$ cat config.mk
export PLATFORM = sky130hd
export DESIGN_NAME = cpu_top
export DESIGN_NICKNAME = d
export VERILOG_FILES = /design/src/cpu_pkg.sv /design/src/instr_mem.sv /design/src/fetch.sv /design/src/decode.sv /design/src/execute.sv /design/src/result.sv /design/src/cpu_top.sv
export VERILOG_INCLUDE_DIRS = /design/src
export SDC_FILE = /design/constraint.sdc
export NUM_CORES = 2
export LEC_CHECK = 0
export BUFFER_PORTS_ARGS = -buffer_cell sky130_fd_sc_hd__buf_2
export CAP_MARGIN = 25
export CORE_UTILIZATION = 63
export DETAILED_ROUTE_END_ITERATION = 8
export GPL_TIMING_DRIVEN = 0
export PLACE_DENSITY = 0.8
export SYNTH_ARGS = -nofsm -noshare
export SYNTH_HDL_FRONTEND = slang
export SYNTH_HIERARCHICAL = 1
export SYNTH_MEMORY_MAX_BITS = 65536
export SYNTH_SLANG_ARGS = --single-unit
$ cat constraint.sdc
create_clock -name clk -period 6.4 [get_ports clk]
set_input_delay 0.32 -clock clk [delete_from_list [all_inputs] [get_ports clk]]
set_output_delay 0.32 -clock clk [all_outputs]
set_load 0.005 [all_outputs]
$ cat src/cpu_config.svh
// ************************************************************************
// core-wide widths, memory depth, reset PC and the flush encoding
// include from any file that needs one of these values
// ************************************************************************
`ifndef CPU_CONFIG_SVH
`define CPU_CONFIG_SVH

// data, address and instruction width
`define CPU_WORD_W 16

// instruction memory size in 16-bit words
`define CPU_IMEM_DEPTH 256

// byte address of the first fetch
`define CPU_RESET_PC 16'h0000

// opcode 00001 with zero fields, used to squash the wrong-path slot
`define CPU_NOP_INSTR 16'h0800

`endif

$ cat src/cpu_pkg.sv
// ************************************************************************
// shared types for the core, imported by every module that uses them
// ************************************************************************
`default_nettype none
`include "cpu_config.svh"

package cpu_pkg;

   // data, PC and instruction words
   typedef logic [`CPU_WORD_W-1:0] word_t;

   // index into the eight-entry register file
   typedef logic [2:0] reg_addr_t;

   // word index into instruction memory, PC with bit 0 dropped
   typedef logic [$clog2(`CPU_IMEM_DEPTH)-1:0] imem_addr_t;

   // top five bits of the instruction
   typedef enum logic [4:0] {
      OP_HALT = 5'b00000,
      OP_NOP  = 5'b00001,
      OP_J    = 5'b00100,
      OP_JR   = 5'b00101,
      OP_JAL  = 5'b00110,
      OP_ADDI = 5'b01000,
      OP_BEQZ = 5'b01100,
      OP_BNEZ = 5'b01101,
      OP_LBI  = 5'b11000,
      OP_ALUR = 5'b11011
   } opcode_t;

   // function field of ALUR, bits 1..0
   typedef enum logic [1:0] {
      ALU_ADD = 2'b00,
      ALU_SUB = 2'b01,
      ALU_XOR = 2'b10,
      ALU_AND = 2'b11
   } alu_op_t;

endpackage

`default_nettype wire

$ cat src/instr_mem.sv
// ************************************************************************
// instruction memory that fetch reads combinationally and the testbench
// loads through a clocked write port while the core is held in reset
// ************************************************************************
`timescale 1ns/100ps
`default_nettype none
`include "cpu_config.svh"

module instr_mem
   import cpu_pkg::*;
(
   input  wire        clk,
   input  logic       we,
   input  imem_addr_t wr_addr,
   input  word_t      wr_data,
   input  imem_addr_t rd_addr,
   output word_t      rd_data
);

   // program storage filled through the load port
   word_t mem [`CPU_IMEM_DEPTH];

   // load port
   always_ff @(posedge clk) begin
      if (we) begin
         mem[wr_addr] <= wr_data;
      end
   end

   // asynchronous fetch read makes the word ready in the same cycle
   assign rd_data = mem[rd_addr];

endmodule

`default_nettype wire

$ cat src/fetch.sv
// ************************************************************************
// stage 1 with the PC, PC+2, redirect and halt hold, and the fetch/decode
// register that feeds stage 2 (a NOP is injected on a taken transfer)
// ************************************************************************
`timescale 1ns/100ps
`default_nettype none
`include "cpu_config.svh"

module fetch
   import cpu_pkg::*;
(
   input  wire        clk,
   input  wire        reset,
   input  logic       redirect,
   input  word_t      target,
   input  logic       halted,
   output imem_addr_t imem_addr,
   input  word_t      imem_data,
   output word_t      if_instr,
   output word_t      if_pc2
);

   word_t pc;
   word_t pc_plus2;
   word_t pc_next;

   // sequential successor wraps at 16 bits
   assign pc_plus2 = pc + word_t'(2);

   // a taken branch or jump in stage 2 overrides the sequential PC
   assign pc_next = redirect ? target : pc_plus2;

   // byte PC to word index by dropping the always-zero bit 0
   assign imem_addr = imem_addr_t'(pc[$bits(imem_addr_t):1]);

   // PC register
   // halted holds it in place
   always_ff @(posedge clk) begin
      if (reset) begin
         pc <= `CPU_RESET_PC;
      end else if (!halted) begin
         pc <= pc_next;
      end
   end

   // instruction register
   // the word fetched behind a taken transfer is on the wrong path,
   // so a NOP goes into stage 2 in its place
   always_ff @(posedge clk) begin
      if (reset) begin
         if_instr <= `CPU_NOP_INSTR;
      end else if (!halted) begin
         if_instr <= redirect ? `CPU_NOP_INSTR : imem_data;
      end
   end

   // PC+2 travels with the instruction for links and relative targets
   always_ff @(posedge clk) begin
      if (!halted) begin
         if_pc2 <= pc_plus2;
      end
   end

endmodule

`default_nettype wire

$ cat src/decode.sv
// ************************************************************************
// stage 2 front half: field split, immediate forms, destination select
// and the 8 x 16 register file written from the writeback port
// ************************************************************************
`timescale 1ns/100ps
`default_nettype none

module decode
   import cpu_pkg::*;
(
   input  wire       clk,
   input  wire       reset,
   input  word_t     instr,
   input  logic      wb_en,
   input  reg_addr_t wb_reg,
   input  word_t     wb_data,
   output opcode_t   opcode,
   output alu_op_t   alu_op,
   output word_t     rs_val,
   output word_t     rt_val,
   output word_t     imm_ext,
   output reg_addr_t wr_reg
);

   reg_addr_t rs;
   reg_addr_t rt;
   reg_addr_t rd;
   word_t     imm5_ext;
   word_t     imm8_ext;
   word_t     disp11_ext;

   // register file
   word_t regs [8];

   // fixed field positions
   assign opcode = opcode_t'(instr[15:11]);
   assign alu_op = alu_op_t'(instr[1:0]);
   assign rs     = instr[10:8];
   assign rt     = instr[7:5];
   assign rd     = instr[4:2];

   // sign extension of the three immediate widths
   assign imm5_ext   = word_t'($signed(instr[4:0]));
   assign imm8_ext   = word_t'($signed(instr[7:0]));
   assign disp11_ext = word_t'($signed(instr[10:0]));

   // pick the immediate form by opcode
   always_comb begin
      case (opcode)
         OP_ADDI:                       imm_ext = imm5_ext;
         OP_LBI, OP_BEQZ, OP_BNEZ, OP_JR: imm_ext = imm8_ext;
         OP_J, OP_JAL:                  imm_ext = disp11_ext;
         default:                       imm_ext = '0;
      endcase
   end

   // destination register
   // JAL always links into r7
   always_comb begin
      case (opcode)
         OP_ALUR: wr_reg = rd;
         OP_ADDI: wr_reg = rt;
         OP_LBI:  wr_reg = rs;
         OP_JAL:  wr_reg = reg_addr_t'(7);
         default: wr_reg = rs;
      endcase
   end

   // read ports, combinational
   // a write lands at the edge that ends the cycle, after the read
   assign rs_val = regs[rs];
   assign rt_val = regs[rt];

   // write port driven by result
   always_ff @(posedge clk) begin
      if (reset) begin
         for (int i = 0; i < 8; i++) begin
            regs[i] <= '0;
         end
      end else if (wb_en) begin
         regs[wb_reg] <= wb_data;
      end
   end

endmodule

`default_nettype wire

$ cat src/execute.sv
// ************************************************************************
// stage 2 middle: ALU, zero test, branch and jump targets, and the
// redirect level sent back to fetch
// ************************************************************************
`timescale 1ns/100ps
`default_nettype none

module execute
   import cpu_pkg::*;
(
   input  opcode_t opcode,
   input  alu_op_t alu_op,
   input  word_t   rs_val,
   input  word_t   rt_val,
   input  word_t   imm_ext,
   input  word_t   pc2,
   output word_t   alu_result,
   output logic    redirect,
   output word_t   target
);

   word_t alur_val;
   word_t pc_target;
   word_t reg_target;
   logic  rs_zero;

   // register-register ops, all sums wrap at 16 bits
   always_comb begin
      case (alu_op)
         ALU_ADD: alur_val = rs_val + rt_val;
         ALU_SUB: alur_val = rs_val - rt_val;
         ALU_XOR: alur_val = rs_val ^ rt_val;
         ALU_AND: alur_val = rs_val & rt_val;
         default: alur_val = '0;
      endcase
   end

   // value headed for writeback
   // LBI passes the extended byte straight through
   always_comb begin
      case (opcode)
         OP_ADDI: alu_result = rs_val + imm_ext;
         OP_LBI:  alu_result = imm_ext;
         OP_ALUR: alu_result = alur_val;
         default: alu_result = '0;
      endcase
   end

   // branches look only at rs
   assign rs_zero = (rs_val == '0);

   // relative form for branches, J and JAL
   assign pc_target = pc2 + imm_ext;

   // JR is rs plus imm8
   assign reg_target = rs_val + imm_ext;

   assign target = (opcode == OP_JR) ? reg_target : pc_target;

   // taken transfers
   // fetch also uses this to squash the shadow slot
   always_comb begin
      case (opcode)
         OP_J, OP_JAL, OP_JR: redirect = 1'b1;
         OP_BEQZ:             redirect = rs_zero;
         OP_BNEZ:             redirect = !rs_zero;
         default:             redirect = 1'b0;
      endcase
   end

endmodule

`default_nettype wire

$ cat src/result.sv
// ************************************************************************
// stage 2 back half: writeback enable and value, and the halted latch
// ************************************************************************
`timescale 1ns/100ps
`default_nettype none

module result
   import cpu_pkg::*;
(
   input  wire       clk,
   input  wire       reset,
   input  opcode_t   opcode,
   input  word_t     alu_result,
   input  word_t     pc2,
   input  reg_addr_t wr_reg,
   output logic      wb_en,
   output reg_addr_t wb_reg,
   output word_t     wb_data,
   output logic      halted
);

   logic writes_reg;

   // opcodes that produce a register result
   assign writes_reg = (opcode == OP_ADDI) || (opcode == OP_LBI) ||
                       (opcode == OP_ALUR) || (opcode == OP_JAL);

   // the instruction held behind HALT must not retire
   assign wb_en   = writes_reg && !halted;
   assign wb_reg  = wr_reg;
   // JAL links the return address
   assign wb_data = (opcode == OP_JAL) ? pc2 : alu_result;

   // sticky until reset
   always_ff @(posedge clk) begin
      if (reset) begin
         halted <= 1'b0;
      end else if (opcode == OP_HALT) begin
         halted <= 1'b1;
      end
   end

endmodule

`default_nettype wire

$ cat src/cpu_top.sv
// ************************************************************************
// core top: instruction memory plus the two stages, with the load port in
// and the writeback port and halted out for the testbench
// ************************************************************************
`timescale 1ns/100ps
`default_nettype none

module cpu_top
   import cpu_pkg::*;
(
   input  wire        clk,
   input  wire        reset,
   input  logic       imem_we,
   input  imem_addr_t imem_addr,
   input  word_t      imem_data,
   output logic       wb_en,
   output reg_addr_t  wb_reg,
   output word_t      wb_data,
   output logic       halted
);

   // fetch side of memory
   imem_addr_t fetch_addr;
   word_t      fetch_word;

   // stage 1 to stage 2
   word_t      if_instr;
   word_t      if_pc2;

   // decode to execute and result
   opcode_t    opcode;
   alu_op_t    alu_op;
   word_t      rs_val;
   word_t      rt_val;
   word_t      imm_ext;
   reg_addr_t  wr_reg;

   // execute outputs
   word_t      alu_result;
   logic       redirect;
   word_t      target;

   instr_mem u_imem (
      .clk(clk), .we(imem_we), .wr_addr(imem_addr), .wr_data(imem_data),
      .rd_addr(fetch_addr), .rd_data(fetch_word)
   );

   fetch u_fetch (
      .clk(clk), .reset(reset), .redirect(redirect), .target(target),
      .halted(halted), .imem_addr(fetch_addr), .imem_data(fetch_word),
      .if_instr(if_instr), .if_pc2(if_pc2)
   );

   decode u_decode (
      .clk(clk), .reset(reset), .instr(if_instr),
      .wb_en(wb_en), .wb_reg(wb_reg), .wb_data(wb_data),
      .opcode(opcode), .alu_op(alu_op), .rs_val(rs_val), .rt_val(rt_val),
      .imm_ext(imm_ext), .wr_reg(wr_reg)
   );

   execute u_execute (
      .opcode(opcode), .alu_op(alu_op), .rs_val(rs_val), .rt_val(rt_val),
      .imm_ext(imm_ext), .pc2(if_pc2), .alu_result(alu_result),
      .redirect(redirect), .target(target)
   );

   result u_result (
      .clk(clk), .reset(reset), .opcode(opcode), .alu_result(alu_result),
      .pc2(if_pc2), .wr_reg(wr_reg), .wb_en(wb_en), .wb_reg(wb_reg),
      .wb_data(wb_data), .halted(halted)
   );

endmodule

`default_nettype wire

Word-level counts from Yosys, hierarchy flattened
Memory sizes are Yosys's and may differ from the RTL's. A register that Yosys moved wholly into a read port is not among the register bits.
Cells that the tools add are included.
Storage, ports and cells
  memories kept: 2
  memory bits (writable): 4224
  input port bits: 27
  flip-flop bits (word level): 49
  word-level logic and storage cells: 62
  output and inout bits: 21
Cells by class
  bitwise logic cells: 2
  $add $sub $neg: 5
  equality and inequality tests: 11
  mux-type cells: 25
  reductions and logical operators: 13
Memories
  u_imem.mem: words 256, width 16, read ports 1, clocked after memory_dff 1, write ports 1, line instr_mem.sv:21  | word_t mem [`CPU_IMEM_DEPTH];
  u_decode.regs: words 8, width 16, read ports 2, clocked after memory_dff 2, write ports 8, line decode.sv:33  | word_t regs [8];
Operator list (number)
  16-bit case mux with 3 select lines: 2
  16-bit 2-to-1 mux: 5
  16-bit case mux with 4 select lines: 1
  16-bit adder: 3
  16-bit by 2-bit adder with 16-bit output (second input constant): 1
  16-bit bitwise AND: 1
  16-bit logical NOT: 1
  8-bit 2-to-1 mux: 2
  16-bit OR reduction: 1
  16-bit subtractor: 1
  16-bit bitwise XOR: 1
  5-bit by 3-bit equality test with 1-bit output (second input constant): 3
  5-bit by 4-bit equality test with 1-bit output (second input constant): 3
  3-bit 2-to-1 mux: 5
  5-bit equality test (second input constant): 2
  3-bit case mux with 3 select lines: 1
  1-bit 2-to-1 mux: 8
  5-bit logical NOT: 1
  2-bit equality test (second input constant): 2
  4-bit OR reduction: 1
  1-bit logical OR: 3
  1-bit case mux with 3 select lines: 1
  3-bit OR reduction: 1
  2-bit by 1-bit equality test with 1-bit output (second input constant): 1
  4 further kinds: 5

Depth between registers and ports, before layout
  word-level depth: 10
  mapped depth: 22
  depth with buffers taken out: 20

Hierarchy
The synthesis kept the hierarchy.
Modules (own cells, without submodules)
  instr_mem: instances 1, cells an instance 7344, sequential area each 122998.0 um2, area an instance 158394.4 um2
  decode: instances 1, cells an instance 496, sequential area each 3843.7 um2, area an instance 7259.5 um2
  execute: instances 1, cells an instance 480, sequential area each 0.0 um2, area an instance 3437.0 um2
  fetch: instances 1, cells an instance 229, sequential area each 1121.1 um2, area an instance 2328.5 um2
  result: instances 1, cells an instance 32, sequential area each 20.0 um2, area an instance 359.1 um2

Least setup slack after synthesis
No wires, ideal clock.
  path kind: flip-flop to flip-flop
  from: register u_fetch.if_instr[5]
  to: memory u_decode/regs[0][13] (netlist bit) (data pin)
  period minus slack after synthesis: 4823 ps
  library setup time: 255 ps
  stages on the path, launching flop included: 21
  required time: 6145 ps
  path buffers: 2
  data arrival time: 4569 ps
  setup slack: 1577 ps
  cell sequence: dfxtp_1 -> buf_4 -> buf_2 -> mux4_2 -> nand2_1 -> nand2_1 -> or3_1 -> or3b_1 -> or2_1 -> o41ai_1 -> xor2_1 -> ha_1 -> nor3_1 -> o2111ai_1 -> a31o_2 -> a21oi_2 -> xnor2_1 -> a21oi_1 -> o21ai_0 -> mux2_2 -> and2_1
RTL lines
  start: declaration: line fetch.sv:19  | output word_t if_instr,
  start signal: assignment: line fetch.sv:51  | if_instr <= `CPU_NOP_INSTR;
  start signal: assignment: line fetch.sv:53  | if_instr <= redirect ? `CPU_NOP_INSTR : imem_data;
  end: declaration: line decode.sv:33

==> summary.md <==
| Metric | Value |
|---|---|
| Crit path depth | `12` |
| Buf+Inv Stages, Crit Path | `7` |
| EDFF count, synth | `4240` |
| Number of global-route vias before repair | `95683` |
| Overall power | `78.9 mW` |
| Ys Warns | `6` |
| Net Count, Synth | `8674` |
| Crit-path max cell delay | `0.94 ns` |
| Endpoints failing hold | `0` |
| Clock buffer depth | `4` |
| Crit path DAT | `7.23 ns` |
| Mapped Avg Cell Area | `20.0 µm²` |
| Finish-stage setup viols | `0` |
| Unrepaired setup endpoints after global routing | `yes` |
| CTS tree | `yes` |
| Startpoint Class | `register` |
| Cells along the critical path | `buf_4 -> clkbuf_1 -> inv_2 -> buf_2 -> clkbuf_1 -> clkbuf_1 -> clkbuf_1 -> nor3_1 -> nor3_1 -> nor4_1 -> a22oi_1 -> nor2_1` |
| WP data required | `7.30 ns` |
| Mapped Cells | `8581` |
| Fin Clk Skew | `0.0628 ns` |
| DR DRC count | `0` |
| Pwr Density | `403 mW/mm²` |
| Total GRT Usage | `40.5%` |
| Storage element area | `0.128 mm²` |
| Clock Pin Slew Worst Setup and Hold Paths | `0.07 ns` |
| CTS Buf Count | `408` |
| Outcome | `finished, final reports clean` |
| Grt ovf | `0` |
| Avg WL per Cell | `41.9 µm` |
| Slew @ Worst Pin | `1.40 ns` |
| Clock sink count | `4273` |
| Detailed-route via count | `99649` |
| First-pass GRT wire length | `755000 µm` |
| Chip Height | `524 µm` |
| Port bufs | `42` |
| Max-slew headroom | `5.84%` |
| Crit path kind | `register to register` |
| CP endpoint kind | `register` |
| Number of antenna violations at the first check in global routing | `41` |
| Worst R2R Path Depth | `12` |
| Top Family by Delay on Critical Path | `buffers and inverters` |
| #FFs+latches synth | `4273` |
| Core area | `0.271 mm²` |
| Post-DP HPWL | `357000 µm` |
| # IOs | `48` |
| Antenna-violating nets left | `0` |
| Leak | `62.0 nW` |
| Largest net degree at the start of global routing | `159` |
| Die area | `0.275 mm²` |
| Number of distinct library cells after synthesis | `99` |
| Placed cell areas | `0.182 mm²` |
| Ys flop type | `edfxtp_1` |
| Worst-path fanout max | `10` |
| Fraction of layout instances using a drive strength above 1 | `25.3%` |
| Peak supply drop | `0.000315 V` |
| Hold Crit Class | `input pin to register` |
| Root buffer cell | `clkbuf_16` |
| Initial Util | `63.4%` |
| Row cnt | `191` |
| Worst skew pair latency | `1.02 ns` |
| Fmax | `0.158 GHz` |
| TritonRoute pass-1 iters | `7` |
| Iteration-0 DRC count of the detailed router | `19255` |
| Final nets | `9441` |
| Vias/cell | `7.50` |
| Hold path depth | `3` |
| Tmin final | `6.33 ns` |
| GP Congestion | `1.01` |
| Fin. max-slew vios | `0` |
| Period utilization | `99.0%` |
| CP max-delay cell | `nor4_1` |
| Final Instance Area | `0.196 mm²` |
| Ys async rst share | `0%` |
| Layout area overhead | `14.0%` |
| Mapped Area | `0.172 mm²` |
| Sequential area share after synthesis | `74.5%` |
| Fillcell total | `14699` |
| Max Cap Viol | `0` |
| Area of the multi-input gates | `0.0413 mm²` |
| Top cell by count, worst path | `clkbuf_1` |
| Total wire length | `556000 µm` |
| Htree depth | `5` |
| DIE WIDTH | `524 µm` |
cell usage in the layout, fill, tap and decap left out, types with 102 or more instances in the layout:
cell | synthesis | layout
buf_6 | 85 | 113
nor3_1 | 108 | 105
o22ai_1 | 160 | 160
a21oi_1 | 248 | 247
and2_1 | 132 | 132
clkinv_1 | 2 | 102
nand2_1 | 127 | 125
clkbuf_16 | 0 | 410
nor2_1 | 395 | 160
mux4_2 | 834 | 834
mux2i_1 | 593 | 593
mux2_2 | 114 | 110
o221ai_1 | 252 | 252
clkbuf_1 | 264 | 325
nor2_2 | 0 | 230
edfxtp_1 | 4240 | 4240
buf_2 | 85 | 124
buf_8 | 12 | 181
final cells by class:
class / count / share of cell area, %
Inverter: 30 / 0.0581
Multi-Input combinational cell: 3738 / 21.1
Tap cell: 3570 / 2.28
Clock buffer: 496 / 5.41
Buffer: 539 / 1.68
Antenna cell: 22 / 0.0281
Clock inverter: 254 / 1.43
Sequential cell: 4273 / 65.3
Timing Repair Buffer: 358 / 2.68
metal layers:
layer	up-vias	routed length [µm]	track usage [%]
met5	-	405	0.450
met4	40	43600	24.7
met3	2013	90600	15.1
met2	9803	244000	59.5
met1	50422	177000	51.7
li1	37371	-	-
where the power goes:
group	switching (mW)	internal (mW)
Clock	10.8	13.7
Combinational	14.5	8.75
Sequential	0.158	31.0
timing repair:
| item | 4_1_cts | 5_1_grt |
|---|---|---|
| resized for setup | 17 | 30 |
| pin swaps | 0 | 6 |
| setup endpoints to repair | 7 | 8 |
| hold buffers | 17 | 0 |
| buffers inserted | 0 | 11 |
| endpoints found under the hold margin | 912 | 0 |
flip-flops by register name, summed over array words and instances, names as in the netlist:
signal            cells
u_fetch/pc           16
u_result/halted       1
u_fetch/if_instr     16
u_fetch/if_pc2       16
u_imem/mem         4096
u_decode/regs       128
cells by family (layout without fill, tap and decap cells):
group,after synthesis,count (layout),synth area share (%)
adders and majority gates,66,66,0.494
muxes,1578,1578,15.6
and+or+nand+nor,1008,1008,2.93
DFF,4273,4273,74.5
xor gates and xnor gates,67,67,0.353
other,0,22,0
AOI/OAI and AO/OA,1019,1019,4.14
buffers and inverters,570,1677,1.94
cell usage after synthesis (7+ instances only):
library cell,instances,area (µm²)
ha_1,63,788
mux4_2,834,18800
a31oi_1,10,62.6
mux2_2,114,1280
a21oi_1,248,1240
nor3_1,108,541
or3_1,9,56.3
and2_1,132,826
o31ai_1,21,158
buf_8,12,180
o22ai_1,160,1000
o21ai_0,81,405
or2_2,17,106
a21o_1,13,97.6
nand4_1,29,181
buf_4,50,375
dfxtp_1,33,661
nor4_1,24,150
o32ai_1,22,193
edfxtp_1,4240,127000
xor2_1,31,272
a211oi_1,25,188
and3_1,17,106
buf_1,32,120
inv_1,27,101
xnor2_1,35,307
nand2b_1,15,93.8
a22o_1,34,298
clkbuf_1,264,991
buf_2,85,425
nand2_1,127,477
buf_12,7,140
nor2_1,395,1480
mux4_1,27,709
mux2_4,10,150
o21ai_1,8,40.0
mux2i_1,593,5940
buf_6,85,957
a22oi_1,65,488
o221ai_1,252,2210
o21a_1,10,75.1
nor2b_1,30,188
nand3_1,52,260
a221oi_1,28,245
worst min-delay path: stages:
cell and delay (ns):
buf_2 0.14, nand3_1 0.35, nor2_2 0.21
through the flow:
step / utilization, % / hold WS (ns) / setup WS [ns] / TNS, ns / std cells
floorplan: - / 0.392 / 1.58 / 0 / 8581
global placement: 65.1 / 0.415 / -0.447 / -1.71 / 12193
detailed placement: 67.0 / 0.415 / 0.163 / 0 / 12448
CTS: 72.1 / 0.150 / 0.00708 / 0 / 13215
global route: 72.3 / 0.205 / -0.0278 / -0.0328 / 13265
finish: 72.3 / 0.211 / 0.0669 / 0 / 13280
final timing paths:
check / startpoint / end / slack (ns)
worst max-delay path: u_fetch/pc[4] / u_fetch/if_instr[8] / 0.07
worst min-delay path: imem_addr[6] / u_imem/mem[237][4] / 0.21
worst min register to register: u_fetch/pc[0] / u_fetch/if_pc2[0] / 0.42
worst max register to register: u_fetch/pc[4] / u_fetch/if_instr[8] / 0.07
Power figures use the tool's default switching activity.
